### config.mk
export PLATFORM = sky130hd
export DESIGN_NAME = token_engine
export DESIGN_NICKNAME = d
export VERILOG_FILES = /design/src/token_pkg.sv /design/src/glb_arbiter.sv /design/src/lane_fifo_ctrl.sv /design/src/pass_ctrl.sv /design/src/token_engine.sv /design/src/weight_loader.sv
export SDC_FILE = /design/constraint.sdc
export NUM_CORES = 2
export LEC_CHECK = 0
export ABC_AREA = 1
export BUFFER_PORTS_ARGS = -buffer_cell sky130_fd_sc_hd__buf_2
export CAP_MARGIN = 20
export CORE_UTILIZATION = 60
export DETAILED_ROUTE_END_ITERATION = 6
export GPL_ROUTABILITY_DRIVEN = 0
export PLACE_DENSITY = 0.89
export SKIP_LAST_GASP = 1
export SYNTH_ARGS = -nofsm -noshare
export SYNTH_HDL_FRONTEND = slang
export SYNTH_SLANG_ARGS = --single-unit
### constraint.sdc
create_clock -name clk -period 16.05 [get_ports clk]
set_input_delay 3.21 -clock clk [delete_from_list [all_inputs] [get_ports clk]]
set_output_delay 3.21 -clock clk [all_outputs]
set_load 0.005 [all_outputs]
### src/token_pkg.sv
// --------------------
// shared sizes, GLB write-enable codes and enums for the token engine
// import with token_pkg::* in each module header
// --------------------
package token_pkg;

    localparam int NUM_LANES = 4;                  // PE / FIFO lanes, fixed
    localparam int LANE_W    = $clog2(NUM_LANES);
    localparam int WORD_W    = 32;                 // GLB data and address
    localparam int WEIGHT_W  = 8;
    localparam int CNT_W     = 8;                  // row / word counters

    // GLB byte write enables are active low
    localparam logic [3:0] WEB_READ  = 4'b1111;
    localparam logic [3:0] WEB_WRITE = 4'b0000;

    typedef enum logic [2:0] {
        PASS_IDLE,
        PASS_WEIGHT,
        PASS_FILL,
        PASS_DRAIN,
        PASS_DONE
    } pass_state_t;

    // owner of the read issued in the previous cycle
    typedef enum logic [1:0] {
        SRC_NONE,
        SRC_WEIGHT,
        SRC_IFMAP
    } glb_src_t;

endpackage

### src/glb_arbiter.sv
// --------------------
// single GLB port shared by fixed priority: opsum writes, weight, ifmap
// word addresses in, byte addresses out, read data routed to its owner
// --------------------
`timescale 1ns/1ps

module glb_arbiter import token_pkg::*; (
    input  logic                              clk,
    input  logic                              rst_i,
    input  logic                              weight_req_i,
    input  logic [WORD_W-1:0]                 weight_addr_i,
    input  logic [NUM_LANES-1:0]              ifmap_req_i,
    input  logic [NUM_LANES-1:0][WORD_W-1:0]  ifmap_addr_i,
    input  logic [NUM_LANES-1:0]              opsum_req_i,
    input  logic [NUM_LANES-1:0][WORD_W-1:0]  opsum_addr_i,
    input  logic [NUM_LANES-1:0][WORD_W-1:0]  opsum_data_i,
    output logic                              weight_grant_o,
    output logic [NUM_LANES-1:0]              ifmap_grant_o,
    output logic [NUM_LANES-1:0]              opsum_grant_o,
    output logic                              weight_rd_valid_o,
    output logic [NUM_LANES-1:0]              ifmap_rd_valid_o,
    output logic [WORD_W-1:0]                 glb_addr_o,
    output logic [3:0]                        glb_web_o,
    output logic [WORD_W-1:0]                 glb_wdata_o
);

    glb_src_t          rd_src;     // owner of this cycle's read
    logic [LANE_W-1:0] rd_lane;
    glb_src_t          own_src;    // owner of the data on glb_rdata_i
    logic [LANE_W-1:0] own_lane;

    always_comb begin
        logic [WORD_W-1:0] word_addr;
        logic              taken;

        weight_grant_o = 1'b0;
        ifmap_grant_o  = '0;
        opsum_grant_o  = '0;
        glb_web_o      = WEB_READ;
        glb_wdata_o    = '0;
        word_addr      = '0;
        taken          = 1'b0;
        rd_src         = SRC_NONE;
        rd_lane        = '0;

        for (int l = 0; l < NUM_LANES; l++) begin
            if (!taken && opsum_req_i[l]) begin
                taken            = 1'b1;
                opsum_grant_o[l] = 1'b1;
                word_addr        = opsum_addr_i[l];
                glb_web_o        = WEB_WRITE;   // full-word write
                glb_wdata_o      = opsum_data_i[l];
            end
        end

        if (!taken && weight_req_i) begin
            taken          = 1'b1;
            weight_grant_o = 1'b1;
            word_addr      = weight_addr_i;
            rd_src         = SRC_WEIGHT;
        end

        for (int l = 0; l < NUM_LANES; l++) begin
            if (!taken && ifmap_req_i[l]) begin
                taken            = 1'b1;
                ifmap_grant_o[l] = 1'b1;
                word_addr        = ifmap_addr_i[l];
                rd_src           = SRC_IFMAP;
                rd_lane          = LANE_W'(l);
            end
        end

        glb_addr_o = word_addr << 2;   // byte address
    end

    always_ff @(posedge clk) begin
        if (rst_i) begin
            own_src  <= SRC_NONE;
            own_lane <= '0;
        end else begin
            own_src  <= rd_src;
            own_lane <= rd_lane;
        end
    end

    assign weight_rd_valid_o = own_src == SRC_WEIGHT;
    assign ifmap_rd_valid_o  = (own_src == SRC_IFMAP) ? (NUM_LANES'(1) << own_lane) : '0;

endmodule

### src/lane_fifo_ctrl.sv
// --------------------
// per-lane ifmap reads into the FIFOs during fill and opsum pops
// written back to the GLB during drain, one output row per call
// --------------------
`timescale 1ns/1ps

module lane_fifo_ctrl import token_pkg::*; (
    input  logic                              clk,
    input  logic                              rst_i,
    input  logic                              fill_phase_i,
    input  logic                              drain_phase_i,
    input  logic [CNT_W-1:0]                  row_idx_i,
    input  logic [CNT_W-1:0]                  in_c_i,
    input  logic [CNT_W-1:0]                  out_r_i,
    input  logic [WORD_W-1:0]                 ifmap_base_i,
    input  logic [WORD_W-1:0]                 opsum_base_i,
    input  logic [NUM_LANES-1:0]              ifmap_full_i,
    input  logic [NUM_LANES-1:0]              opsum_empty_i,
    input  logic [NUM_LANES-1:0][WORD_W-1:0]  opsum_pop_data_i,
    input  logic [NUM_LANES-1:0]              rd_grant_i,
    input  logic [NUM_LANES-1:0]              wr_grant_i,
    input  logic [NUM_LANES-1:0]              rd_valid_i,
    input  logic [WORD_W-1:0]                 glb_rdata_i,
    output logic [NUM_LANES-1:0]              rd_req_o,
    output logic [NUM_LANES-1:0]              wr_req_o,
    output logic [NUM_LANES-1:0][WORD_W-1:0]  rd_addr_o,
    output logic [NUM_LANES-1:0][WORD_W-1:0]  wr_addr_o,
    output logic [NUM_LANES-1:0][WORD_W-1:0]  wr_data_o,
    output logic [NUM_LANES-1:0]              ifmap_push_o,
    output logic [WORD_W-1:0]                 ifmap_push_data_o,
    output logic [NUM_LANES-1:0]              opsum_pop_o,
    output logic                              fill_done_o,
    output logic                              drain_done_o
);

    logic [CNT_W-1:0]     rd_cnt   [NUM_LANES];   // reads granted this row
    logic [CNT_W-1:0]     push_cnt [NUM_LANES];   // words pushed this row
    logic [NUM_LANES-1:0] in_flight;
    logic [NUM_LANES-1:0] drained;
    logic [NUM_LANES-1:0] lane_filled;

    always_comb begin
        for (int l = 0; l < NUM_LANES; l++) begin
            lane_filled[l] = push_cnt[l] == in_c_i;

            // full must already count the in-flight word
            rd_req_o[l] = fill_phase_i && (rd_cnt[l] != in_c_i) && !in_flight[l]
                          && !ifmap_full_i[l];
            // lane l holds rows l*out_r .. l*out_r+out_r-1, in_c words each
            rd_addr_o[l] = ifmap_base_i
                           + (WORD_W'(l) * WORD_W'(out_r_i) + WORD_W'(row_idx_i))
                             * WORD_W'(in_c_i)
                           + WORD_W'(rd_cnt[l]);

            wr_req_o[l]  = drain_phase_i && !drained[l] && !opsum_empty_i[l];  // FWFT head
            wr_addr_o[l] = opsum_base_i + WORD_W'(row_idx_i) * WORD_W'(NUM_LANES)
                           + WORD_W'(l);
            wr_data_o[l] = opsum_pop_data_i[l];
        end
    end

    // data comes back one cycle after the grant
    assign ifmap_push_o      = rd_valid_i;
    assign ifmap_push_data_o = glb_rdata_i;
    assign opsum_pop_o       = wr_grant_i;   // pop on the write cycle

    assign fill_done_o  = fill_phase_i && (&lane_filled);
    assign drain_done_o = drain_phase_i && (&drained);

    always_ff @(posedge clk) begin
        if (rst_i) begin
            in_flight <= '0;
            drained   <= '0;
            for (int l = 0; l < NUM_LANES; l++) begin
                rd_cnt[l]   <= '0;
                push_cnt[l] <= '0;
            end
        end else begin
            for (int l = 0; l < NUM_LANES; l++) begin
                if (!fill_phase_i) begin
                    rd_cnt[l]    <= '0;   // cleared for the next row
                    push_cnt[l]  <= '0;
                    in_flight[l] <= 1'b0;
                end else begin
                    if (rd_grant_i[l]) begin
                        rd_cnt[l]    <= rd_cnt[l] + CNT_W'(1);
                        in_flight[l] <= 1'b1;
                    end
                    if (rd_valid_i[l]) begin
                        push_cnt[l]  <= push_cnt[l] + CNT_W'(1);
                        in_flight[l] <= 1'b0;
                    end
                end

                if (!drain_phase_i)
                    drained[l] <= 1'b0;
                else if (wr_grant_i[l])
                    drained[l] <= 1'b1;   // one opsum word per lane per row
            end
        end
    end

endmodule

### src/pass_ctrl.sv
// --------------------
// pass sequencer: weight load, then fill / drain once per output row
// start is taken only in idle, done is a one-cycle pulse
// --------------------
`timescale 1ns/1ps

module pass_ctrl import token_pkg::*; (
    input  logic             clk,
    input  logic             rst_i,
    input  logic             pass_start_i,
    input  logic [CNT_W-1:0] out_r_i,
    input  logic             weight_done_i,
    input  logic             fill_done_i,
    input  logic             drain_done_i,
    output logic             weight_phase_o,
    output logic             fill_phase_o,
    output logic             drain_phase_o,
    output logic [CNT_W-1:0] row_idx_o,
    output logic             pass_done_o
);

    pass_state_t      state;
    pass_state_t      state_nxt;
    logic [CNT_W-1:0] row_q;
    logic             last_row;

    assign last_row = (row_q + CNT_W'(1)) == out_r_i;

    always_comb begin
        state_nxt = state;
        case (state)
            PASS_IDLE:   if (pass_start_i) state_nxt = PASS_WEIGHT;
            PASS_WEIGHT: begin
                if (weight_done_i)
                    state_nxt = (out_r_i == '0) ? PASS_DONE : PASS_FILL;  // no rows at all
            end
            PASS_FILL:   if (fill_done_i) state_nxt = PASS_DRAIN;
            PASS_DRAIN: begin
                if (drain_done_i)
                    state_nxt = last_row ? PASS_DONE : PASS_FILL;
            end
            PASS_DONE:   state_nxt = PASS_IDLE;
            default:     state_nxt = PASS_IDLE;
        endcase
    end

    always_ff @(posedge clk) begin
        if (rst_i) begin
            state <= PASS_IDLE;
            row_q <= '0;
        end else begin
            state <= state_nxt;
            if (state == PASS_IDLE)
                row_q <= '0;
            else if (state == PASS_DRAIN && drain_done_i && !last_row)
                row_q <= row_q + CNT_W'(1);   // next output row
        end
    end

    assign weight_phase_o = state == PASS_WEIGHT;
    assign fill_phase_o   = state == PASS_FILL;
    assign drain_phase_o  = state == PASS_DRAIN;
    assign row_idx_o      = row_q;
    assign pass_done_o    = state == PASS_DONE;   // done lasts exactly one cycle

endmodule

### src/token_engine.sv
// --------------------
// token engine top: pass FSM, weight loader, lane FIFO control and
// GLB arbiter; one pass per start pulse
// --------------------
`timescale 1ns/1ps

module token_engine import token_pkg::*; (
    input  logic                              clk,
    input  logic                              rst_i,
    input  logic                              pass_start_i,
    input  logic [WORD_W-1:0]                 weight_base_i,
    input  logic [WORD_W-1:0]                 ifmap_base_i,
    input  logic [WORD_W-1:0]                 opsum_base_i,
    input  logic [CNT_W-1:0]                  in_c_i,
    input  logic [CNT_W-1:0]                  out_r_i,
    input  logic [WORD_W-1:0]                 glb_rdata_i,
    input  logic [NUM_LANES-1:0]              ifmap_full_i,
    input  logic [NUM_LANES-1:0]              opsum_empty_i,
    input  logic [NUM_LANES-1:0][WORD_W-1:0]  opsum_pop_data_i,
    output logic                              pass_done_o,
    output logic [WORD_W-1:0]                 glb_addr_o,
    output logic [3:0]                        glb_web_o,
    output logic [WORD_W-1:0]                 glb_wdata_o,
    output logic [WEIGHT_W-1:0]               weight_o,
    output logic [NUM_LANES-1:0]              weight_load_en_o,
    output logic [NUM_LANES-1:0]              ifmap_push_o,
    output logic [WORD_W-1:0]                 ifmap_push_data_o,
    output logic [NUM_LANES-1:0]              opsum_pop_o
);

    // phase levels and done pulses
    logic                             weight_phase;
    logic                             fill_phase;
    logic                             drain_phase;
    logic [CNT_W-1:0]                 row_idx;
    logic                             weight_done;
    logic                             fill_done;
    logic                             drain_done;

    // arbiter side
    logic                             weight_req;
    logic [WORD_W-1:0]                weight_addr;
    logic                             weight_grant;
    logic                             weight_rd_valid;
    logic [NUM_LANES-1:0]             ifmap_req;
    logic [NUM_LANES-1:0][WORD_W-1:0] ifmap_addr;
    logic [NUM_LANES-1:0]             ifmap_grant;
    logic [NUM_LANES-1:0]             ifmap_rd_valid;
    logic [NUM_LANES-1:0]             opsum_req;
    logic [NUM_LANES-1:0][WORD_W-1:0] opsum_addr;
    logic [NUM_LANES-1:0][WORD_W-1:0] opsum_data;
    logic [NUM_LANES-1:0]             opsum_grant;

    pass_ctrl i_pass_ctrl (
        .clk            (clk),
        .rst_i          (rst_i),
        .pass_start_i   (pass_start_i),
        .out_r_i        (out_r_i),
        .weight_done_i  (weight_done),
        .fill_done_i    (fill_done),
        .drain_done_i   (drain_done),
        .weight_phase_o (weight_phase),
        .fill_phase_o   (fill_phase),
        .drain_phase_o  (drain_phase),
        .row_idx_o      (row_idx),
        .pass_done_o    (pass_done_o)
    );

    weight_loader i_weight_loader (
        .clk              (clk),
        .rst_i            (rst_i),
        .weight_phase_i   (weight_phase),
        .weight_base_i    (weight_base_i),
        .grant_i          (weight_grant),
        .rd_valid_i       (weight_rd_valid),
        .glb_rdata_i      (glb_rdata_i),
        .req_o            (weight_req),
        .addr_o           (weight_addr),
        .weight_o         (weight_o),
        .weight_load_en_o (weight_load_en_o),
        .weight_done_o    (weight_done)
    );

    lane_fifo_ctrl i_lane_fifo_ctrl (
        .clk               (clk),
        .rst_i             (rst_i),
        .fill_phase_i      (fill_phase),
        .drain_phase_i     (drain_phase),
        .row_idx_i         (row_idx),
        .in_c_i            (in_c_i),
        .out_r_i           (out_r_i),
        .ifmap_base_i      (ifmap_base_i),
        .opsum_base_i      (opsum_base_i),
        .ifmap_full_i      (ifmap_full_i),
        .opsum_empty_i     (opsum_empty_i),
        .opsum_pop_data_i  (opsum_pop_data_i),
        .rd_grant_i        (ifmap_grant),
        .wr_grant_i        (opsum_grant),
        .rd_valid_i        (ifmap_rd_valid),
        .glb_rdata_i       (glb_rdata_i),
        .rd_req_o          (ifmap_req),
        .wr_req_o          (opsum_req),
        .rd_addr_o         (ifmap_addr),
        .wr_addr_o         (opsum_addr),
        .wr_data_o         (opsum_data),
        .ifmap_push_o      (ifmap_push_o),
        .ifmap_push_data_o (ifmap_push_data_o),
        .opsum_pop_o       (opsum_pop_o),
        .fill_done_o       (fill_done),
        .drain_done_o      (drain_done)
    );

    glb_arbiter i_glb_arbiter (
        .clk               (clk),
        .rst_i             (rst_i),
        .weight_req_i      (weight_req),
        .weight_addr_i     (weight_addr),
        .ifmap_req_i       (ifmap_req),
        .ifmap_addr_i      (ifmap_addr),
        .opsum_req_i       (opsum_req),
        .opsum_addr_i      (opsum_addr),
        .opsum_data_i      (opsum_data),
        .weight_grant_o    (weight_grant),
        .ifmap_grant_o     (ifmap_grant),
        .opsum_grant_o     (opsum_grant),
        .weight_rd_valid_o (weight_rd_valid),
        .ifmap_rd_valid_o  (ifmap_rd_valid),
        .glb_addr_o        (glb_addr_o),
        .glb_web_o         (glb_web_o),
        .glb_wdata_o       (glb_wdata_o)
    );

endmodule

### src/weight_loader.sv
// --------------------
// reads one weight word per lane and broadcasts its low byte
// with a one-hot load enable as each word returns
// --------------------
`timescale 1ns/1ps

module weight_loader import token_pkg::*; (
    input  logic                 clk,
    input  logic                 rst_i,
    input  logic                 weight_phase_i,
    input  logic [WORD_W-1:0]    weight_base_i,
    input  logic                 grant_i,
    input  logic                 rd_valid_i,
    input  logic [WORD_W-1:0]    glb_rdata_i,
    output logic                 req_o,
    output logic [WORD_W-1:0]    addr_o,
    output logic [WEIGHT_W-1:0]  weight_o,
    output logic [NUM_LANES-1:0] weight_load_en_o,
    output logic                 weight_done_o
);

    logic [LANE_W:0]   issue_cnt;   // msb set once every lane is issued
    logic [LANE_W-1:0] ret_cnt;
    logic              in_flight;

    // one read outstanding at a time
    assign req_o  = weight_phase_i && !in_flight && !issue_cnt[LANE_W];
    assign addr_o = weight_base_i + WORD_W'(issue_cnt);

    assign weight_o         = glb_rdata_i[WEIGHT_W-1:0];
    assign weight_load_en_o = rd_valid_i ? (NUM_LANES'(1) << ret_cnt) : '0;

    always_ff @(posedge clk) begin
        if (rst_i) begin
            issue_cnt     <= '0;
            ret_cnt       <= '0;
            in_flight     <= 1'b0;
            weight_done_o <= 1'b0;
        end else begin
            weight_done_o <= rd_valid_i && (ret_cnt == LANE_W'(NUM_LANES - 1));
            if (!weight_phase_i) begin
                issue_cnt <= '0;
                ret_cnt   <= '0;
                in_flight <= 1'b0;
            end else begin
                if (grant_i) begin
                    issue_cnt <= issue_cnt + 1'b1;
                    in_flight <= 1'b1;
                end
                if (rd_valid_i) begin
                    ret_cnt   <= ret_cnt + 1'b1;
                    in_flight <= 1'b0;
                end
            end
        end
    end

endmodule

Word level (Yosys, flattened, before mapping)
Memories as Yosys holds them, arrays and structs flattened.
Cells that the tools add are included.
{"block": "word_totals", "regBits": 30, "mem_bits_rw": 64, "inputBits": 283, "out_inout_bits": 121, "wordCells": 271, "memories": 2}
{"name": "i_lane_fifo_ctrl.push_cnt", "depth": 4, "width": 8, "read_ports": 4, "rd_clocked_by_memory_dff": 0, "write_ports": 4, "line_no": "lane_fifo_ctrl.sv:37", "source": "logic [CNT_W-1:0] push_cnt [NUM_LANES];"}
{"name": "i_lane_fifo_ctrl.rd_cnt", "depth": 4, "width": 8, "read_ports": 4, "rd_clocked_by_memory_dff": 0, "write_ports": 4, "line_no": "lane_fifo_ctrl.sv:36", "source": "logic [CNT_W-1:0] rd_cnt [NUM_LANES];"}
{"block": "classes", "add_sub_neg": 27, "multipliers": 5, "n_eq_ne": 20, "shifts": 2, "mux": 103, "bitwise_logic": 19, "n_reduce_logical": 76}
{"cell": "30-bit two-way mux", "n": 9}
{"cell": "32-bit two-way mux", "n": 4}
{"cell": "8-bit two-way mux", "n": 16}
{"cell": "30-bit by 8-bit adder with 30-bit output", "n": 4}
{"cell": "30-bit adder", "n": 3}
{"cell": "8-bit by 1-bit adder with 8-bit output (second input constant)", "n": 9}
{"cell": "30-bit by 2-bit adder with 30-bit output (second input constant)", "n": 2}
{"cell": "1-bit two-way mux", "n": 55}
{"cell": "8-bit equality test", "n": 5}
{"cell": "1-bit logical AND", "n": 35}
{"cell": "8-bit inequality test", "n": 4}
{"cell": "30-bit by 1-bit adder with 30-bit output (second input constant)", "n": 1}
{"cell": "30-bit by 10-bit adder with 30-bit output", "n": 1}
{"cell": "30-bit by 16-bit adder with 30-bit output", "n": 1}
{"cell": "30-bit by 3-bit adder with 30-bit output", "n": 1}
{"cell": "1-bit zero test", "n": 27}
{"cell": "4-bit two-way mux", "n": 6}
{"cell": "11-bit by 8-bit multiplier with 19-bit output", "n": 1}
{"cell": "10-bit by 8-bit multiplier with 18-bit output", "n": 1}
{"cell": "3-bit two-way mux", "n": 6}
{"cell": "9-bit by 8-bit multiplier with 17-bit output", "n": 1}
{"cell": "8-bit by 8-bit multiplier with 16-bit output", "n": 1}
{"cell": "1-bit bitwise OR", "n": 16}
{"cell": "3-bit OR reduction", "n": 5}
{"cell": "21 further kinds", "n": 38}

Logic depth before layout (Yosys ltp)
{"block": "logic_depth", "word_depth": 33, "depth_mapped": 43, "depth_no_buf": 43}

Modules after synthesis
Synthesis repeated with hierarchy kept, for this count alone.
{"block": "unflattened", "cells_unflattened": 4710, "hier_area_um2": 30817.1}
{"module": "lane_fifo_ctrl", "n_inst": 1, "cells_per_inst": 3542, "area_per_inst_um2": 25140.4, "seq_area_each_um2": 2082.0}
{"module": "glb_arbiter", "n_inst": 1, "cells_per_inst": 749, "area_per_inst_um2": 3339.5, "seq_area_each_um2": 80.1}
{"module": "weight_loader", "n_inst": 1, "cells_per_inst": 266, "area_per_inst_um2": 1447.6, "seq_area_each_um2": 140.1}
{"module": "pass_ctrl", "n_inst": 1, "cells_per_inst": 153, "area_per_inst_um2": 889.6, "seq_area_each_um2": 220.2}

Worst setup path before layout
OpenSTA, ideal clock, no wires.
{"block": "synth_timing", "path_type": "input to output", "start": "input port out_r_i[0]", "end": "output port glb_addr_o[28]", "arrival_time_ns": 10.509, "required_ns": 12.840, "path_slack_ns": 2.331, "path_stages": 35, "path_buffers": 1, "path_cell_list": "ha_1 -> inv_1 -> fa_1 -> o31ai_1 -> a21oi_1 -> o21ai_0 -> xor2_1 -> nor2_1 -> fa_1 -> fa_1 -> fa_1 -> inv_1 -> fa_1 -> inv_1 -> ha_1 -> inv_1 -> o311ai_0 -> a21oi_1 -> o21bai_1 -> a21oi_1 -> nor2_1 -> nor2_1 -> xor2_1 -> ha_1 -> ha_1 -> nand2_1 -> nor4_1 -> nand4_1 -> nand3_1 -> and3_1 -> clkbuf_1 -> nand2_1 -> o21ai_0 -> nand3_1 -> nand4_1"}
{"block": "synth_via", "elab_chain_cells": 7, "elab_cells_between_ends": 16, "classes_between": "add/sub (9); mul (4); mux (3)"}
{"element": "start, declared", "line_no": "token_engine.sv:15", "source": "input logic [CNT_W-1:0] out_r_i,"}
{"element": "parallel branches: the longest is 6 deep, another holds 30-bit adder"}
{"element": "30-bit two-way mux (*)", "line_no": "glb_arbiter.sv:64", "source": "if (!taken && ifmap_req_i[l]) begin"}
{"element": "end, declared", "line_no": "token_engine.sv:21", "source": "output logic [WORD_W-1:0] glb_addr_o,"}
Every way passes the cells marked *.

Worst setup path after layout
Same ends and word-level chain as after synthesis.

==> results.md <==
- Vias in the first global route: about 29k
- CTS tree: built
- Cells on worst reg2reg path: 17
- Ys flop type: edfxtp_1
- Top cells by area, synth: fa_1 (17%), ha_1 (14%), nand2_1 (13%), inv_1 (9.9%), edfxtp_1 (6.9%)
- Outcome: finished, final reports clean
- Average wire per cell in the routed design: approximately 21 um
- Initial drt markers: around 3.7k
- Largest area contributor in the netlist: fa_1
- Initial Utilization: around 60%
- Slowest cell on crit path: fa_1
- Crit end category: output port
- Total grt overflow: 0
- Syn avg cell area: 6.675 um^2
- Final Max Tran Viols: 0
- Synth cell types: 63
- Pin count of the biggest net entering global routing: 57
- Slowest Stage Delay on Critical Path: 0.57 ns
- CTS H-tree depth: 3
- CP delay by family, top: adder cells
- RSZ-0062 raised after global routing: no
- DPL Wire Length: approximately 83000 um
- Rel. slew slack: 21.72%
- Number of routed nets with antenna violations: 0
- Share of layout cells above drive strength 1: 12.41%
- Final wirelength: ~110000 um
- Area growth, synth to finish: 8.119%
- Skew-Pair Late Insertion Delay: around 0.38 ns
- CTS buffer count: 9
- Async SR Flop Fraction: 0%
- Minimum clock period: around 16 ns
- Sequential area share after synthesis: a little under a tenth
- FF/Latch Area: around 0.0025 mm^2
- WP depth: 40
- Worst VDD drop: 0.3132 mV
- Bufs and invs on worst path: 6
- RR Startpoint: i_pass_ctrl.state[0]
- Worst-path maximum fanout: 7
- FP Rows: 78
- Leak: 0.01574 uW
- Die width: 216.9 um
- Final worst path period share: between 90% and 100%
- DIE AREA: approximately 0.047 mm^2
- CP endpoint: glb_addr_o[28]
- Resized cells post-CTS: 0
- Crit Path Class: input port to output port
- Initial antenna violation count: 22
- Flops & latches, synth: 94
- Hold crit path type: flop to flop
- F_max: between 0.06 and 0.07 GHz
- Worst-margin pin slew: approximately 1.2 ns
- FILL cells: 3907
- First-pass GRT wire length: roughly 160000 um
- Die boundary height: roughly 220 um
- Hold Vio Cnt, Final: 0
- Worst EP arrival: ~12 ns
- Footprint of the multi-input gates: 0.02156 mm^2
- Via density: 6.055
- Final setup fails: 0
- Worst Setup Start Kind: input port
- IO buf count: 323
- Setup Skew: between 0.007 and 0.008 ns
- TritonRoute pass-1 iters: 7
- Critical Path RT: between 10 and 15 ns
- Post-synth EDFFs: 64
- DR DRC count: 0
- Yosys top cell area share: between 10% and 20%
- Overall routing resource usage: 45.88%
- CTS Buffer Depth: 2
- R2R Path End: i_lane_fifo_ctrl.rd_cnt[0][25]
- Final setup TNS: 0 ns
- Total power: between 4000 and 5000 uW
- Clk sink count: 94
- Core area: 0.04548 mm^2
- Max-Cap Viols: 0
- Synth Instances: 4151
- Ports: 404
- R2R setup slack: 10.90 ns
- CP startpoint: out_r_i[0]
- Synth warn: 0
- CTS clk-pin slew, worst paths: ~0.07 ns
- Final nets: approximately 5.2k
- Post-CTS setup buffers: 0
- Syn Std Cell Area: 0.02771 mm^2
- Via count: just over 30k
- Pwr dens: about 160 mW/mm^2
- Fin util: about two thirds
- Hold bufs inserted after CTS: 0
- CTS root buf: clkbuf_16
-- metrics by stage --
| stage | cells | setup slack (ns) | hold slack [ns] | instance area [um^2] |
|---|---|---|---|---|
| detailed placement | 4966 | 0.6752 | 0.4620 | 29580 |
| CTS | 4982 | 0.6347 | 0.4747 | 29880 |
| floorplan | 4152 | 2.331 | 0.4302 | 27710 |
| global placement | 4966 | 0.8581 | 0.4430 | 29580 |
| finish | 5002 | 0.4759 | 0.4804 | 29960 |
| global route | 4991 | 0.03414 | 0.4901 | 29930 |
-- how the worst min path moves through the flow --
| stage | from | slack [ns] | endpoint | cells after the start |
|---|---|---|---|---|
| after global placement | i_lane_fifo_ctrl.in_flight[1] | 0.44 | i_lane_fifo_ctrl.in_flight[1] | 2 |
| after detailed placement | i_lane_fifo_ctrl.in_flight[1] | 0.46 | i_lane_fifo_ctrl.in_flight[1] | 2 |
| final | i_lane_fifo_ctrl.drained[0] | 0.48 | i_lane_fifo_ctrl.drained[0] | 2 |
| after CTS | i_lane_fifo_ctrl.in_flight[1] | 0.47 | i_lane_fifo_ctrl.in_flight[1] | 2 |
| after global routing | i_lane_fifo_ctrl.in_flight[1] | 0.49 | i_lane_fifo_ctrl.in_flight[1] | 2 |
| after floorplan | i_lane_fifo_ctrl.in_flight[1] | 0.43 | i_lane_fifo_ctrl.in_flight[1] | 2 |
-- Yosys cell counts, drive strengths merged (5+ instances only) --
master and number:
o211ai 13, clkinv 9, o21bai 10, o2111ai 11, xor2 140, a21o 11
o221ai 6, o22ai 7, o21ai 151, dfxtp 30, a21oi 228, a211oi 5
clkbuf 62, nor3b 19, or2 24, and2 6, nand4 115, ha 314
inv 765, nor3 56, nand3b 6, fa 232, nand3 210, a31oi 21
nor2 466, nor4 22, nand2 981, edfxtp 64, xnor2 62, buf 77
-- power breakdown --
group | internal [uW] | switching, uW
combinational | 1510 | 2670
sequential | 288 | 28.2
clock | 124 | 113
-- logic make-up after synthesis --
group                    synth area share, %
buffers and inverters                  13.12
AND/OR/NAND/NOR                        30.58
flip-flops                             9.104
AO/OA/AOI/OAI                          9.849
adder cells (fa/ha/maj)                30.94
other                                0.01353
XOR/XNOR                               6.385
-- flip-flops by register name (all words and copies together), names as in the netlist --
register	cells
i_lane_fifo_ctrl.drained	4
i_weight_loader.issue_cnt	3
i_glb_arbiter.own_lane	2
i_lane_fifo_ctrl.push_cnt	32
i_weight_loader.in_flight	1
i_pass_ctrl.state	3
i_lane_fifo_ctrl.rd_cnt	32
i_weight_loader.weight_done_o	1
i_weight_loader.ret_cnt	2
i_pass_ctrl.row_idx_o	8
i_lane_fifo_ctrl.in_flight	4
i_glb_arbiter.own_src	2
-- routing by layer --
layer  share of wire (%)  global-route usage, %  wire, um
met1                  31                  46.70     33700
met2                  41                  67.76     44010
met3                  15                  22.47     16040
met4                  12                  44.81     13240
met5                0.26                  2.292       284
-- worst reg2reg max path, delay by kind of cell (launching register included) --
| kind | cells | cell delay (ns) |
|---|---|---|
| buf+inv | 6 | 1.61 |
| flops | 1 | 0.39 |
| simple gates | 11 | 2.91 |
-- layout make-up --
cell class	count	area share [%]
clock buffers	9	0.7518
multi-input cells	3145	71.96
flip-flops and latches	94	8.420
repair buffers	356	6.252
clock inverters	7	0.2673
inverters	774	9.698
diodes	17	0.1420
well taps	600	2.506
-- placed cells by master, fill, tap and decap left out, drive strengths merged, types with 17 or more instances in the layout --
master  synthesis  layout
nand4         115     115
nor2          466     466
a31oi          21      21
o21ai         151     151
xnor2          62      62
nand2         981     981
ha            314     314
diode           0      17
edfxtp         64      64
xor2          140     140
nand3         210     210
buf            77     356
nor4           22      22
a21oi         228     228
nor3           56      56
or2            24      24
nor3b          19      19
inv           765     769
dfxtp          30      30
fa            232     232
No activity file was read; power rests on OpenSTA's default activity.
